==> src/common/frontend_pkg.sv <==
`default_nettype none

package frontend_pkg;

    localparam logic [31:0] RESET_PC = 32'h0000_0000;

    localparam int IMEM_AW = 8;                 // word address, 256 words
    localparam int FB_DEPTH = 16;
    localparam int FB_PTR_W = $clog2(FB_DEPTH);

    // direct branch opcodes, instr[31:26]
    localparam logic [5:0] BR_OP_LO = 6'h14;
    localparam logic [5:0] BR_OP_HI = 6'h17;

    localparam logic [5:0] EXC_ADEF = 6'h08;    // misaligned fetch address

    typedef struct packed {
        logic        is_branch;
        logic [31:0] target;
    } predec_t;

    typedef struct packed {
        logic [31:0] pc;
        logic [31:0] instr;
        predec_t     pre;
        logic        excp;
        logic [5:0]  excp_code;
    } fb_entry_t;

    // one fetch group, slot 1 only meaningful when pair is set
    typedef struct packed {
        logic [31:0] pc;
        logic [31:0] instr0;
        logic [31:0] instr1;
        logic        pair;
        logic        excp;
    } fetch_group_t;

endpackage

`default_nettype wire

==> src/verilog/predecode.sv <==
`timescale 1ns/1ps
`default_nettype none

module predecode (
    input  frontend_pkg::fetch_group_t group,
    output frontend_pkg::fb_entry_t    in0,
    output frontend_pkg::fb_entry_t    in1,
    output logic [1:0]                 in_cnt
);
    import frontend_pkg::*;

    logic [31:0] slot1_pc;

    // builds one buffer entry from a slot pc and its instruction word
    function automatic fb_entry_t make_entry(
        input logic [31:0] pc,
        input logic [31:0] instr,
        input logic        excp
    );
        fb_entry_t  e;
        logic [5:0] op;
        op = instr[31:26];
        e.pc    = pc;
        e.instr = instr;
        e.pre.is_branch = (op >= BR_OP_LO) && (op <= BR_OP_HI);
        // offs16 in instr[25:10], word offset
        e.pre.target = pc + {{14{instr[25]}}, instr[25:10], 2'b00};
        e.excp      = excp;
        e.excp_code = excp ? EXC_ADEF : 6'd0;
        return e;
    endfunction

    assign slot1_pc = group.pc + 32'd4;

    assign in0    = make_entry(group.pc, group.instr0, group.excp);
    assign in1    = make_entry(slot1_pc, group.instr1, 1'b0);   // excp only on slot 0
    assign in_cnt = group.pair ? 2'd2 : 2'd1;

endmodule

`default_nettype wire
==> config.mk <==
export PLATFORM = sky130hd
export DESIGN_NAME = predecode
export DESIGN_NICKNAME = d
export VERILOG_FILES = /design/src/common/frontend_pkg.sv /design/src/verilog/predecode.sv
export SDC_FILE = /design/constraint.sdc
export NUM_CORES = 1
export LEC_CHECK = 0
export BUFFER_PORTS_ARGS = -buffer_cell sky130_fd_sc_hd__buf_2
export CELL_PAD_IN_SITES_DETAIL_PLACEMENT = 0
export CELL_PAD_IN_SITES_GLOBAL_PLACEMENT = 1
export CORE_UTILIZATION = 31
export DETAILED_ROUTE_END_ITERATION = 8
export GPL_TIMING_DRIVEN = 0
export PLACE_DENSITY_LB_ADDON = 0.1
export SLEW_MARGIN = 15
export SYNTH_ARGS = -nofsm -noshare
export SYNTH_HDL_FRONTEND = slang
export SYNTH_SLANG_ARGS = --single-unit
==> constraint.sdc <==
create_clock -name vclk -period 4.68
set_input_delay 0.234 -clock vclk [all_inputs]
set_output_delay 0.234 -clock vclk [all_outputs]
set_load 0.005 [all_outputs]
==> results.sh <==
export IMPL_outcome="finished, final reports clean"
export IMPL_cap_violations=0
export IMPL_clockBufferCount=0
export IMPL_layout_drive_gt1_share_pct=42.2
export IMPL_drt_iter0_drc=213
export IMPL_max_freq_mhz=266
export IMPL_cts_hold_fix_buffers=0
export IMPL_synth_area_leader_cell="buf_4"
export IMPL_p_leak_uw=0.00334
export IMPL_stdcell_count=1123
export IMPL_p_clk_share_pct=0
export IMPL_min_period_ns=3.76
export IMPL_nNetsFinal=1103
export IMPL_syn_to_final_growth_pct=35.3
export IMPL_netlist_area_sq_um=4580
export IMPL_power_frac_comb_pct=100.0
export IMPL_setup_tns_ns=0
export IMPL_synth_most_common_cell="buf_4"
export IMPL_ios=308
export IMPL_grt_pass1_wl_microns=23500
export IMPL_maxSlewViolCount=0
export IMPL_p_per_area_nw_per_um2=135
export IMPL_port_buffers=269
export IMPL_dieArea_sq_um=15300
export IMPL_track_usage_pct=19.3
export IMPL_ir_drop_mv=0.0535
export IMPL_yosysWarnings=0
export IMPL_wl_microns=15700
export IMPL_synth_area_leaders="buf_4, ha_1, xnor2_1"
export IMPL_start_kind="input pin"
export IMPL_post_drt_wl_per_cell_microns=13.9
export IMPL_crit_chain="buf_2, nand3_1, nor3_1, and3_1, nand3_1, xnor2_1, ha_1, clkbuf_1, a21oi_1, o21a_1, nor2_1, o41ai_1, o211ai_2, a221oi_2, xnor2_1, buf_2"
export IMPL_antenna_found_initial=0
export IMPL_worst_setup_path_type="in -> out"
export IMPL_yosys_area_top_type_share_pct=19.2
export IMPL_post_cts_setup_buffers=0
export IMPL_seq_cell_count=0
export IMPL_p_int_uw=401
export IMPL_placed_cells=1123
export IMPL_dpl_hpwl_microns=13800
export IMPL_viasPerCell=4.70
export IMPL_rows=44
export IMPL_initial_core_util_pct=31.7
export IMPL_min_to="in1[40]"
export IMPL_regArea_sq_um=0
export IMPL_crit_buf_inv=3
export IMPL_worst_pin_slew_ns=0.652
export IMPL_drtAntennaViolNets=0
export IMPL_worstPathMaxFanout=8
export IMPL_num_vias=5274
export IMPL_hold_class="in -> out"
export IMPL_seqPwrFrac_pct=0
export IMPL_die_width_microns=124
export IMPL_grt_pass1_vias=4655
export IMPL_fin_util_pct=42.8
export IMPL_cts_resized=0
export IMPL_crit_required_ns=4.45
export IMPL_period_share_pct=80.4
export IMPL_synthCells=659
export IMPL_grt_max_degree=17
export IMPL_place_gp_congestion=0.854
export IMPL_swShare_pct=52.1
export IMPL_cp_slowest_stage_delay_ns=0.38
export IMPL_power_switching_uw=436
export IMPL_core_area_sq_um=14500
export IMPL_hp_start="group[2]"
export IMPL_setup_violations=0
export IMPL_cp_data_arrival_time_ns=3.53
export IMPL_final_hold_violation_count=0
export IMPL_relSlewSlack_pct=56.2
export IMPL_cp_startpoint="group[74]"
export IMPL_ys_seq_area_share_pct=0
export IMPL_holdPathStages=2
export IMPL_grt_ovfl_total=0
export IMPL_die_h_microns=124
export IMPL_drc=0
export IMPL_crit_family="compound AO/OA/AOI/OAI gates"
export IMPL_critical_path_cell_count=16
export IMPL_netlist_cell_type_count=56
export IMPL_drt_pass1_iterations=4
export IMPL_synth_area_per_cell_sq_um=6.96
export IMPL_netlist_top_cells_count="buf_4, a21oi_1, ha_1"
export IMPL_cp_end_kind="primary output"
export IMPL_cpMaxStageDelayCell="o41ai_1"
export IMPL_antenna_cells=0
export IMPL_rsz0062_at_grt="no"
[per-layer routing]
metal / track usage (%) / vias up / routed length (microns)
met5: 0 / - / 0
met4: 0.226 / 0 / 21
met3: 0.366 / 2 / 714
met2: 35.0 / 176 / 7670
met1: 26.7 / 2298 / 7250
li1: - / 2798 / -
[logic make-up after synthesis]
logic type	Yosys count	share of synthesized area (%)
AOI/OAI and AO/OA	174	24.3
xor gates and xnor gates	82	15.7
adders and majority gates	64	17.8
buffers and inverters	147	21.7
muxes	1	0.218
other	1	0.0818
and+or+nand+nor	190	20.3
[how the worst max path moves through the flow]
stage / end / slack [ns]
global placement: in1[38] / 0.82
global route: in1[38] / 0.50
floorplan: in1[38] / 1.67
detailed placement: in1[38] / 0.88
CTS: in1[38] / 0.88
finish: in1[38] / 0.92
[cell usage in the layout, fill, tap and decap left out, drive strengths merged, types with 6 or more instances in the layout]
cell,Yosys,final
nand2,58,58
inv,16,16
ha,62,62
a21o,22,22
nand3,23,23
clkbuf,11,11
and3,12,12
o21a,7,7
nand4,18,18
xnor2,52,52
a31oi,8,8
nand2b,6,6
buf,120,389
xor2,30,30
a21oi,62,62
nor2,43,43
nor3,9,9
o21ai,38,38
conb,1,12
[power groups by stage]
stage	Clock [uW]	Sequential [uW]	Combinational [uW]
5_1_grt	0	0	936
6_report	0	0	837
2_1_floorplan	0	0	514
4_1_cts	0	0	843
3_3_place_gp	0	0	844
3_5_place_dp	0	0	840
[cell type report]
| type | count | area (sq um) |
|---|---|---|
| Multi-Input combinational cell | 523 | 3630 |
| Tap cell | 184 | 230 |
| Fill cell | 1604 | 8280 |
| Timing Repair Buffer | 269 | 1350 |
| Buffer | 131 | 935 |
| Inverter | 16 | 60.1 |
[through the flow]
stage	setup slack [ns]	hold WS [ns]	power, uW	cell area [sq um]
floorplan	1.67	0.495	514	4630
global placement	0.823	0.634	844	6200
detailed placement	0.880	0.633	840	6200
CTS	0.880	0.633	843	6200
global route	0.505	0.635	936	6200
finish	0.917	0.632	837	6200
(Power assumes the default switching activity.)
