$ cat config.mk
export PLATFORM = sky130hd
export DESIGN_NAME = pc_gen
export DESIGN_NICKNAME = d
export VERILOG_FILES = /design/src/common/frontend_pkg.sv /design/src/verilog/pc_gen.sv
export SDC_FILE = /design/constraint.sdc
export NUM_CORES = 1
export LEC_CHECK = 0
export ABC_AREA = 1
export ABC_CLOCK_PERIOD_IN_PS = 2700
export BUFFER_PORTS_ARGS = -buffer_cell sky130_fd_sc_hd__buf_2
export CAP_MARGIN = 20
export CELL_PAD_IN_SITES_DETAIL_PLACEMENT = 2
export CELL_PAD_IN_SITES_GLOBAL_PLACEMENT = 2
export CORE_UTILIZATION = 28
export DETAILED_ROUTE_END_ITERATION = 6
export GPL_TIMING_DRIVEN = 0
export HOLD_SLACK_MARGIN = 0.02
export PLACE_DENSITY = 0.87
export SYNTH_ARGS = -nofsm -noshare
export SYNTH_HDL_FRONTEND = slang
export SYNTH_SLANG_ARGS = --single-unit
export TNS_END_PERCENT = 20
$ cat constraint.sdc
create_clock -name clk -period 2.7 [get_ports clk]
set_input_delay 0.405 -clock clk [delete_from_list [all_inputs] [get_ports clk]]
set_output_delay 0.405 -clock clk [all_outputs]
set_load 0.03 [all_outputs]
$ cat src/common/frontend_pkg.sv
`default_nettype none

package frontend_pkg;

    localparam logic [31:0] RESET_PC = 32'h0000_0000;

    localparam int IMEM_AW = 8;                 // word address, 256 words
    localparam int FB_DEPTH = 16;
    localparam int FB_PTR_W = $clog2(FB_DEPTH);

    // direct branch opcodes, instr[31:26]
    localparam logic [5:0] BR_OP_LO = 6'h14;
    localparam logic [5:0] BR_OP_HI = 6'h17;

    localparam logic [5:0] EXC_ADEF = 6'h08;    // misaligned fetch address

    typedef struct packed {
        logic        is_branch;
        logic [31:0] target;
    } predec_t;

    typedef struct packed {
        logic [31:0] pc;
        logic [31:0] instr;
        predec_t     pre;
        logic        excp;
        logic [5:0]  excp_code;
    } fb_entry_t;

    // one fetch group, slot 1 only meaningful when pair is set
    typedef struct packed {
        logic [31:0] pc;
        logic [31:0] instr0;
        logic [31:0] instr1;
        logic        pair;
        logic        excp;
    } fetch_group_t;

endpackage

`default_nettype wire

$ cat src/verilog/pc_gen.sv
`timescale 1ns/1ps
`default_nettype none

module pc_gen (
    input  logic        clk,
    input  logic        rst,
    input  logic        redirect_valid,
    input  logic [31:0] redirect_pc,
    input  logic        advance,
    output logic [31:0] fetch_pc,
    output logic        fetch_req
);
    import frontend_pkg::*;

    logic [31:0] next_group_pc;

    // start of the following 8-byte group
    // aligned pc: +8 when pc[2] is 0, +4 when pc[2] is 1
    // a misaligned pc falls back onto the group grid here
    assign next_group_pc = {fetch_pc[31:3] + 29'd1, 3'b000};

    assign fetch_req = !rst && !redirect_valid;   // no request while held

    always_ff @(posedge clk) begin
        if (rst) begin
            fetch_pc <= RESET_PC;
        end else if (redirect_valid) begin
            fetch_pc <= redirect_pc;
        end else if (advance) begin
            fetch_pc <= next_group_pc;
        end
    end

endmodule

`default_nettype wire

==> metrics.txt <==
status=completed; RSZ-0062 raised after global routing=no; post-synthesis cell area=~2100 sq um; Clock Root Buffer=clkbuf_8; CTS tree=yes; Max VDD drop=0.1712 mV; # clock sinks=32; cell family with most CP delay=buffers and inverters; worst-path cell chain=clkbuf_1 > buf_1 > nor2_1 > buf_2; max reg flops=32; worst path required time=between 2000 and 2500 ps; largest net degree at the start of global routing=11; Die H=88.93 um; Final Cycle Share=74.82%; Arrival @ worst endpoint=about 1600 ps; DRC Markers=0; depth of the most critical reg-to-reg path=9; GRT Total Usage=approximately 22%; full die area=7908 sq um; FF-to-FF setup slack=1090 ps; synthesized instance count=325; total number of vias=2488; Clock Pin Slew Worst Setup and Hold Paths=roughly 70 ps; Worst Setup End Kind=output pin; Synth area leader=dfxtp_1; Tmin final=just over 2000 ps; reg-to-reg endpoint=fetch_pc[25]$_SDFFE_PP0P_; # IOs=about 70; Least-Margin Pin Slew=617.5 ps; Clock Power Share=34.9%; post-synthesis sequential area ratio=30.28%; syn avg cell area=6.510 sq um; launching point of the worst reg2reg path=fetch_pc[4]$_SDFFE_PP0P_; min-delay worst type=in2reg; DP HPWL=6481 um; Crit Path Max Fanout=10; internal power=roughly 800 uW; dpl cell area=around 2600 sq um; Starting Density=29.02%; first-pass GRT wire length=12980 um; Seq cells post-synth=32; yosys warns=0; library cells used by synthesis=30; Critical Path Stages=4; Port Buffers=66; fmax=approximately 500 MHz; layout cell share with drive strength beyond 1=between 20% and 30%; number of flops mapped to enable cells by yosys=0; DR pass1 iterations=4; CP max stage cell=buf_1; DR WL/cell=16.63 um; Reg with most FFs=fetch_pc; final setup TNS=0 ps; Comb pwr share=approximately a fifth; nets@finish=435; total wire length=8264 um; GP Congestion=around 0.82; Power Dens Cells=450.2 nW/um^2; Final ANT Viol Nets=0; total of max-cap violations=0; Area Growth Syn to Fin=26.02%; vias in the first global route=2610; Psw=393.2 uW; critical path launch point type=input pin; PostCTS Resize Cnt=0; hold bufs inserted after CTS=0; Num CTS Buffers=5; # rows=31; Finished Cell Area=2666 sq um; Crit path buffers/inverters=3; Post-Syn Nets=approximately 360; Sw Share=32.75%; clk_lat worst skew=290 ps; Hold Fails Final Rpt=0; vias per inst=5.006; critical path type=in2out; Final setup viols=0; H-tree Lvls=2; Max Root-Sink Buffers=2; Regs by FF count=fetch_pc: 32 flops; HP Start=redirect_pc[1]; multi-input logic area=1319 sq um; Hold Path End=fetch_pc[1]$_SDFFE_PP0P_; Clock Skew=3.291 ps; GRT overflow=0; # diodes=0; post-synthesis async set-or-reset flop share=0%; Max stage delay on crit path=490 ps; initial antenna violation count=0; DR iter-0 viols=49; post-synth top area share=30.28%; most area-consuming cells after synthesis=dfxtp_1 30%, nand2_1 17%, nand3_1 6.6%; top_reg_cell synth=dfxtp_1; Reg power frac=45.3%; total setup buffers inserted after CTS=0; Chip Width=88.93 um; sequential cell area=640.6 sq um; Slew headroom=58.83%; hold depth=3; leakage=0.001133 uW; fin. max-slew vios=0; fillers=roughly 960; core footprint=7292 sq um
power by group through the flow:
stage / clock network, uW / logic (uW) / registers [uW]
after floorplan: 0 / 95.9 / 597
after global placement: 0 / 230 / 553
after detailed placement: 0 / 240 / 554
after CTS: 428 / 241 / 544
after global routing: 447 / 258 / 549
final: 419 / 238 / 544
Yosys cell counts, types with 3 or more instances:
| library cell | count |
|---|---|
| dfxtp_1 | 32 |
| xor2_1 | 4 |
| nor2_4 | 8 |
| clkbuf_1 | 4 |
| nor2_2 | 7 |
| nand3_1 | 28 |
| a22oi_1 | 17 |
| nand2_4 | 3 |
| inv_2 | 4 |
| nand2_1 | 98 |
| o21ai_0 | 7 |
| a21oi_1 | 22 |
| inv_1 | 24 |
| a31oi_1 | 5 |
| buf_2 | 5 |
| nor2_1 | 33 |
| nand2_2 | 3 |
| a21oi_2 | 3 |
cells by family after synthesis:
| group | Yosys count | synth area share, % |
|---|---|---|
| AND/OR/NAND/NOR | 190 | 42.70 |
| AO/OA/AOI/OAI | 57 | 16.56 |
| buffers and inverters | 39 | 7.392 |
| flip-flops | 32 | 30.28 |
| XOR/XNOR | 6 | 2.484 |
| adder cells (fa/ha/maj) | 1 | 0.5913 |
through the flow:
step	total power [uW]	cells	hold WS [ps]	util, %	setup slack (ps)
after floorplan	693.4	325	553.3	-	1077
after global placement	782.9	490	448.5	35.24	694.9
after detailed placement	794.0	490	464.8	35.24	678.8
after CTS	1213	497	367.3	36.56	656.5
after global routing	1254	497	386.6	36.56	557.0
final	1200	497	366.8	36.56	680.0
placed cells by master, fill, tap and decap left out, drive strengths merged:
cell	synthesis	final
nand2	104	104
buf	7	73
nor2	49	49
dfxtp	32	32
nand3	30	30
inv	28	28
a21oi	25	25
a22oi	17	17
clkbuf	4	11
o21ai	8	8
a31oi	5	5
xor2	4	4
or2	2	2
nand3b	2	2
xnor2	2	2
and2	2	2
o21bai	2	2
nor3	1	1
ha	1	1
per-layer routing:
metal	up-vias	wire length, um	global-route usage [%]
met4	0	106	6.158
met3	8	264	3.047
li1	1202	-	-
met2	57	4259	42.10
met5	-	0	0
met1	1221	3634	26.21
tightest hold or removal path: stages:
cell and delay [ps]:
buf_2 100, nand2_1 50, a21oi_1 50
how the worst max path moves through the flow:
stage,from,endpoint,slack (ps)
2_1_floorplan,rst,fetch_req,1080
3_3_place_gp,rst,fetch_req,690
3_5_place_dp,rst,fetch_req,680
4_1_cts,rst,fetch_req,660
5_1_grt,rst,fetch_req,560
6_report,rst,fetch_req,680
area by class of cell:
type	count	area share [%]
tap	99	4.646
buffer	11	1.924
multi-input combinational	254	49.46
timing repair buffer	66	12.39
inverter	28	3.942
clock buffer	7	3.613
sequential	32	24.03
No activity file was read; power rests on OpenSTA's default activity.
