===== config.mk =====
export PLATFORM = sky130hd
export DESIGN_NAME = fetch_buffer
export DESIGN_NICKNAME = d
export VERILOG_FILES = /design/src/common/frontend_pkg.sv /design/src/fetch_buffer/fetch_buffer.sv
export SDC_FILE = /design/constraint.sdc
export NUM_CORES = 2
export LEC_CHECK = 0
export BUFFER_PORTS_ARGS = -buffer_cell sky130_fd_sc_hd__buf_2
export CAP_MARGIN = 25
export CORE_ASPECT_RATIO = 1.25
export CORE_MARGIN = 1
export CORE_UTILIZATION = 45
export CTS_BUF_LIST = sky130_fd_sc_hd__clkbuf_16
export CTS_CLUSTER_DIAMETER = 80
export CTS_CLUSTER_SIZE = 12
export DETAILED_ROUTE_END_ITERATION = 8
export PLACE_DENSITY = 0.64
export SYNTH_ARGS = -nofsm -noshare
export SYNTH_HDL_FRONTEND = slang
export SYNTH_SLANG_ARGS = --single-unit

===== constraint.sdc =====
create_clock -name clk -period 10 [get_ports clk]
set_input_delay 2 -clock clk [delete_from_list [all_inputs] [get_ports clk]]
set_output_delay 2 -clock clk [all_outputs]
set_load 0.005 [all_outputs]

===== src/common/frontend_pkg.sv =====
`default_nettype none

package frontend_pkg;

    localparam logic [31:0] RESET_PC = 32'h0000_0000;

    localparam int IMEM_AW = 8;                 // word address, 256 words
    localparam int FB_DEPTH = 16;
    localparam int FB_PTR_W = $clog2(FB_DEPTH);

    // direct branch opcodes, instr[31:26]
    localparam logic [5:0] BR_OP_LO = 6'h14;
    localparam logic [5:0] BR_OP_HI = 6'h17;

    localparam logic [5:0] EXC_ADEF = 6'h08;    // misaligned fetch address

    typedef struct packed {
        logic        is_branch;
        logic [31:0] target;
    } predec_t;

    typedef struct packed {
        logic [31:0] pc;
        logic [31:0] instr;
        predec_t     pre;
        logic        excp;
        logic [5:0]  excp_code;
    } fb_entry_t;

    // one fetch group, slot 1 only meaningful when pair is set
    typedef struct packed {
        logic [31:0] pc;
        logic [31:0] instr0;
        logic [31:0] instr1;
        logic        pair;
        logic        excp;
    } fetch_group_t;

endpackage

`default_nettype wire


===== src/fetch_buffer/fetch_buffer.sv =====
`timescale 1ns/1ps
`default_nettype none

module fetch_buffer (
    input  logic                    clk,
    input  logic                    rst,
    input  logic                    flush,
    input  logic                    in_valid,
    input  frontend_pkg::fb_entry_t in0,
    input  frontend_pkg::fb_entry_t in1,
    input  logic [1:0]              in_cnt,
    input  logic [1:0]              deq_cnt,
    output logic                    in_ready,
    output frontend_pkg::fb_entry_t out0,
    output frontend_pkg::fb_entry_t out1,
    output logic                    out_valid0,
    output logic                    out_valid1
);
    import frontend_pkg::*;

    fb_entry_t buf_mem [0:FB_DEPTH-1];

    logic [FB_PTR_W-1:0] head;
    logic [FB_PTR_W-1:0] tail;
    logic [FB_PTR_W-1:0] head_nxt;
    logic [FB_PTR_W-1:0] tail_nxt;
    logic [FB_PTR_W:0]   count;
    logic [FB_PTR_W:0]   push_n;
    logic [FB_PTR_W:0]   pop_n;
    logic                push;

    assign head_nxt = head + 1'b1;   // wraps, depth is a power of two
    assign tail_nxt = tail + 1'b1;

    // room for a full pair, so a group never has to be split
    assign in_ready = count <= (FB_PTR_W+1)'(FB_DEPTH - 2);
    assign push     = in_valid && in_ready && !flush;

    assign out_valid0 = |count;
    assign out_valid1 = |count[FB_PTR_W:1];
    assign out0       = buf_mem[head];  // oldest
    assign out1       = buf_mem[head_nxt];

    always_comb begin
        if (push) begin
            push_n = {{(FB_PTR_W-1){1'b0}}, in_cnt};
        end else begin
            push_n = '0;
        end
    end

    // retire no more than what is actually shown to decode
    always_comb begin
        case (deq_cnt)
            2'd0: pop_n = '0;
            2'd1: pop_n = {{FB_PTR_W{1'b0}}, out_valid0};
            default: begin
                if (out_valid1) begin
                    pop_n = (FB_PTR_W+1)'(2);
                end else begin
                    pop_n = {{FB_PTR_W{1'b0}}, out_valid0};
                end
            end
        endcase
    end

    always_ff @(posedge clk) begin
        if (push) begin
            buf_mem[tail] <= in0;
            if (in_cnt == 2'd2) begin
                buf_mem[tail_nxt] <= in1;
            end
        end
    end

    always_ff @(posedge clk) begin
        if (rst || flush) begin
            head  <= '0;
            tail  <= '0;
            count <= '0;
        end else begin
            head  <= head + pop_n[FB_PTR_W-1:0];
            tail  <= tail + push_n[FB_PTR_W-1:0];
            count <= count + push_n - pop_n;
        end
    end

endmodule

`default_nettype wire


==> flow_metrics.py <==
metrics = {
    "cts": {
        "ctsLongestPathBuffers": 3,
        "cts-resized-gates": 0,
        "clk_pin_slew_ps": 60,
        "cts_htree_levels": 4,
        "post-cts-setup-buffers": 0,
        "numCtsBuffers": 161,
        "clock_latency_ps": 840,
        "hold_buffers": 0,
        "clock-sinks": 1677,
        "cts_root_buffer": "clkbuf_16",
        "cts_tree": "built",
    },
    "power": {
        "p_leak_nw": 33.0,
        "power_density_nw_per_um2": 166,
        "ir_drop_mv": 0.182,
    },
    "logic_synthesis": {
        "ys_ff_latch": 1677,
        "netlist.area_leader.share_pct": 51.0,
        "synth_area_um2": 98100,
        "synth_cell_types": 49,
        "synth_edf_count": 1664,
        "ys_warn_count": 0,
        "synthArstFlopShare_pct": 0,
        "syn_nets": 5986,
        "synth_ff_type": "edfxtp_1",
        "yosysTopAreaCell": "edfxtp_1",
        "avgSynthCellArea_um2": 17.0,
        "yosysSeqAreaShare_pct": 51.2,
        "synth_common_cells": "1664 x edfxtp_1, 1250 x mux2_2, 853 x mux4_2",
        "synth_area_leaders": "edfxtp_1 51%, mux4_2 20%, mux2_2 14%",
        "syn_inst": 5752,
        "synth_most_common_cell": "edfxtp_1",
    },
    "sta": {
        "fmax_mhz": 146,
        "worst_slack_ps": 3160,
        "hold_violations": 0,
        "hold_slack_ps": 576,
        "skew_ps": 24.4,
        "finalSetupViolations": 0,
        "rsz0062_at_grt": "false",
        "tightest_slew_ps": 1310,
        "tns_ps": 0,
        "drv_slew": 0,
        "fin_crit_ps": 6840,
        "timing.slew.headroom_pct": 12.5,
        "min_period_over_period_pct": 68.4,
    },
    "global_route": {
        "grt.overflow.total": 0,
        "grt_use_total_pct": 28.9,
        "grt_pass1_vias": 60800,
        "grt_pass1_wl_um": 453000,
        "antenna_found_initial": 83,
        "grt_max_degree": 128,
    },
    "critical_path": {
        "path_class": "reg2out",
        "worstPathMaxFanout": 119,
        "cp-start-kind": "flip-flop",
        "worstPathRequired_ps": 8000,
        "worstPathArrival_ps": 4840,
        "end_kind": "primary output",
    },
    "placed_design": {
        "numPortBuffers": 426,
        "gp_congestion": 0.810,
        "hpwl_um": 168000,
        "pre_cts_ws_ps": 3990,
    },
    "final_layout": {
        "syn_to_final_growth_pct": 8.50,
        "layout.nets": 6008,
        "drive_above_1_share_pct": 53.5,
        "n_fill_cell": 18200,
    },
    "drt": {
        "wl_per_cell_um": 36.6,
        "dr.pass1.iters": 6,
        "dr.max_layer_used": "met5",
        "wl_met2_um": 164000,
        "avgViaCountPerCell": 6.75,
        "wirelength_um": 319000,
        "wl_met3_um": 23100,
        "drc": 0,
        "ant_nets": 0,
        "via_count": 58900,
        "wl_met1_um": 118000,
        "drt_iter0_drc": 6235,
    },
    "outcome": {
        "outcome": "completed",
    },
    "floorplan": {
        "start_util_pct": 45.3,
        "ios": 427,
        "core_um2": 217000,
        "placement_rows": 191,
        "die_area_um2": 220000,
        "die_y_um": 524,
        "chipWidth_um": 420,
    },
    "hold_path": {
        "hold_path_class": "reg2reg",
    },
    "job": {
        "cap_violations": 0,
    },
}
==> worst max-delay path, stage by stage, from the launching register on <==
cell,delay [ps]
dfxtp_4,500
buf_12,580
buf_4,810
buf_4,690
mux4_2,390
nor2b_1,140
a211oi_1,280
a31oi_1,170
buf_2,240
==> kinds of logic after synthesis <==
kind of cell,count (synthesis),synth area share (%)
multiplexers,2517,39.6
AO/OA/AOI/OAI,405,2.96
XOR/XNOR,6,0.0536
buffers and inverters,697,3.82
flip-flops,1677,51.2
adder cells (fa/ha/maj),18,0.260
AND/OR/NAND/NOR,432,2.11
==> layer usage <==
metal / global-route usage (%) / vias to the layer above
met5: 0 / -
met1: 35.4 / 31700
met4: 12.9 / 58
li1: - / 23600
met3: 4.75 / 680
met2: 50.0 / 2841
==> report_power, final <==
part | switching, W | internal, W
clock network | 0.00272 | 0.00298
registers | 0.0000549 | 0.00780
logic | 0.00214 | 0.00198
==> through the flow <==
step | instances | power [W] | area (um^2) | utilization (%)
after floorplan | 5752 | 0.0108 | 98100 | -
after global placement | 8497 | 0.0121 | 102000 | 47.0
after detailed placement | 8503 | 0.0121 | 102000 | 47.0
after CTS | 8700 | 0.0178 | 106000 | 49.1
after global routing | 8722 | 0.0182 | 106000 | 49.1
final | 8732 | 0.0177 | 106000 | 49.1
==> final timing paths <==
| check | startpoint | to | slack, ps | cells after the start |
|---|---|---|---|---|
| worst max-delay path | head[0] | out0[61] | 3160 | 8 |
| worst min register to register | tail[2] | tail[2] | 580 | 2 |
| worst min-delay path | tail[2] | tail[2] | 580 | 2 |
| worst max register to register | count[4] | buf_mem[14][68] | 5470 | 9 |
==> registers in the layout, indices dropped and copies added, names as in the netlist <==
signal   count
tail         4
buf_mem   1664
head         4
count        5
==> final cells by class <==
class	count	area, um^2	area share (%)
Inverter	16	66.3	0.0623
Timing Repair Buffer	540	3560	3.35
Tap cell	2895	3620	3.40
Clock inverter	31	274	0.258
Clock buffer	166	4150	3.90
Multi-Input combinational cell	3378	44400	41.7
Antenna cell	29	72.6	0.0682
Sequential cell	1677	50200	47.2
==> cells in the final DEF, fill, tap and decap left out, drive strengths merged, types with 83 or more instances in the layout <==
cell | netlist | final
edfxtp | 1664 | 1664
mux2 | 1664 | 1664
mux4 | 853 | 853
buf | 455 | 540
nand2 | 284 | 284
a22oi | 208 | 208
clkbuf | 226 | 166
nor2b | 90 | 90
a211oi | 83 | 83
a31oi | 83 | 83
(Power assumes the default switching activity.)
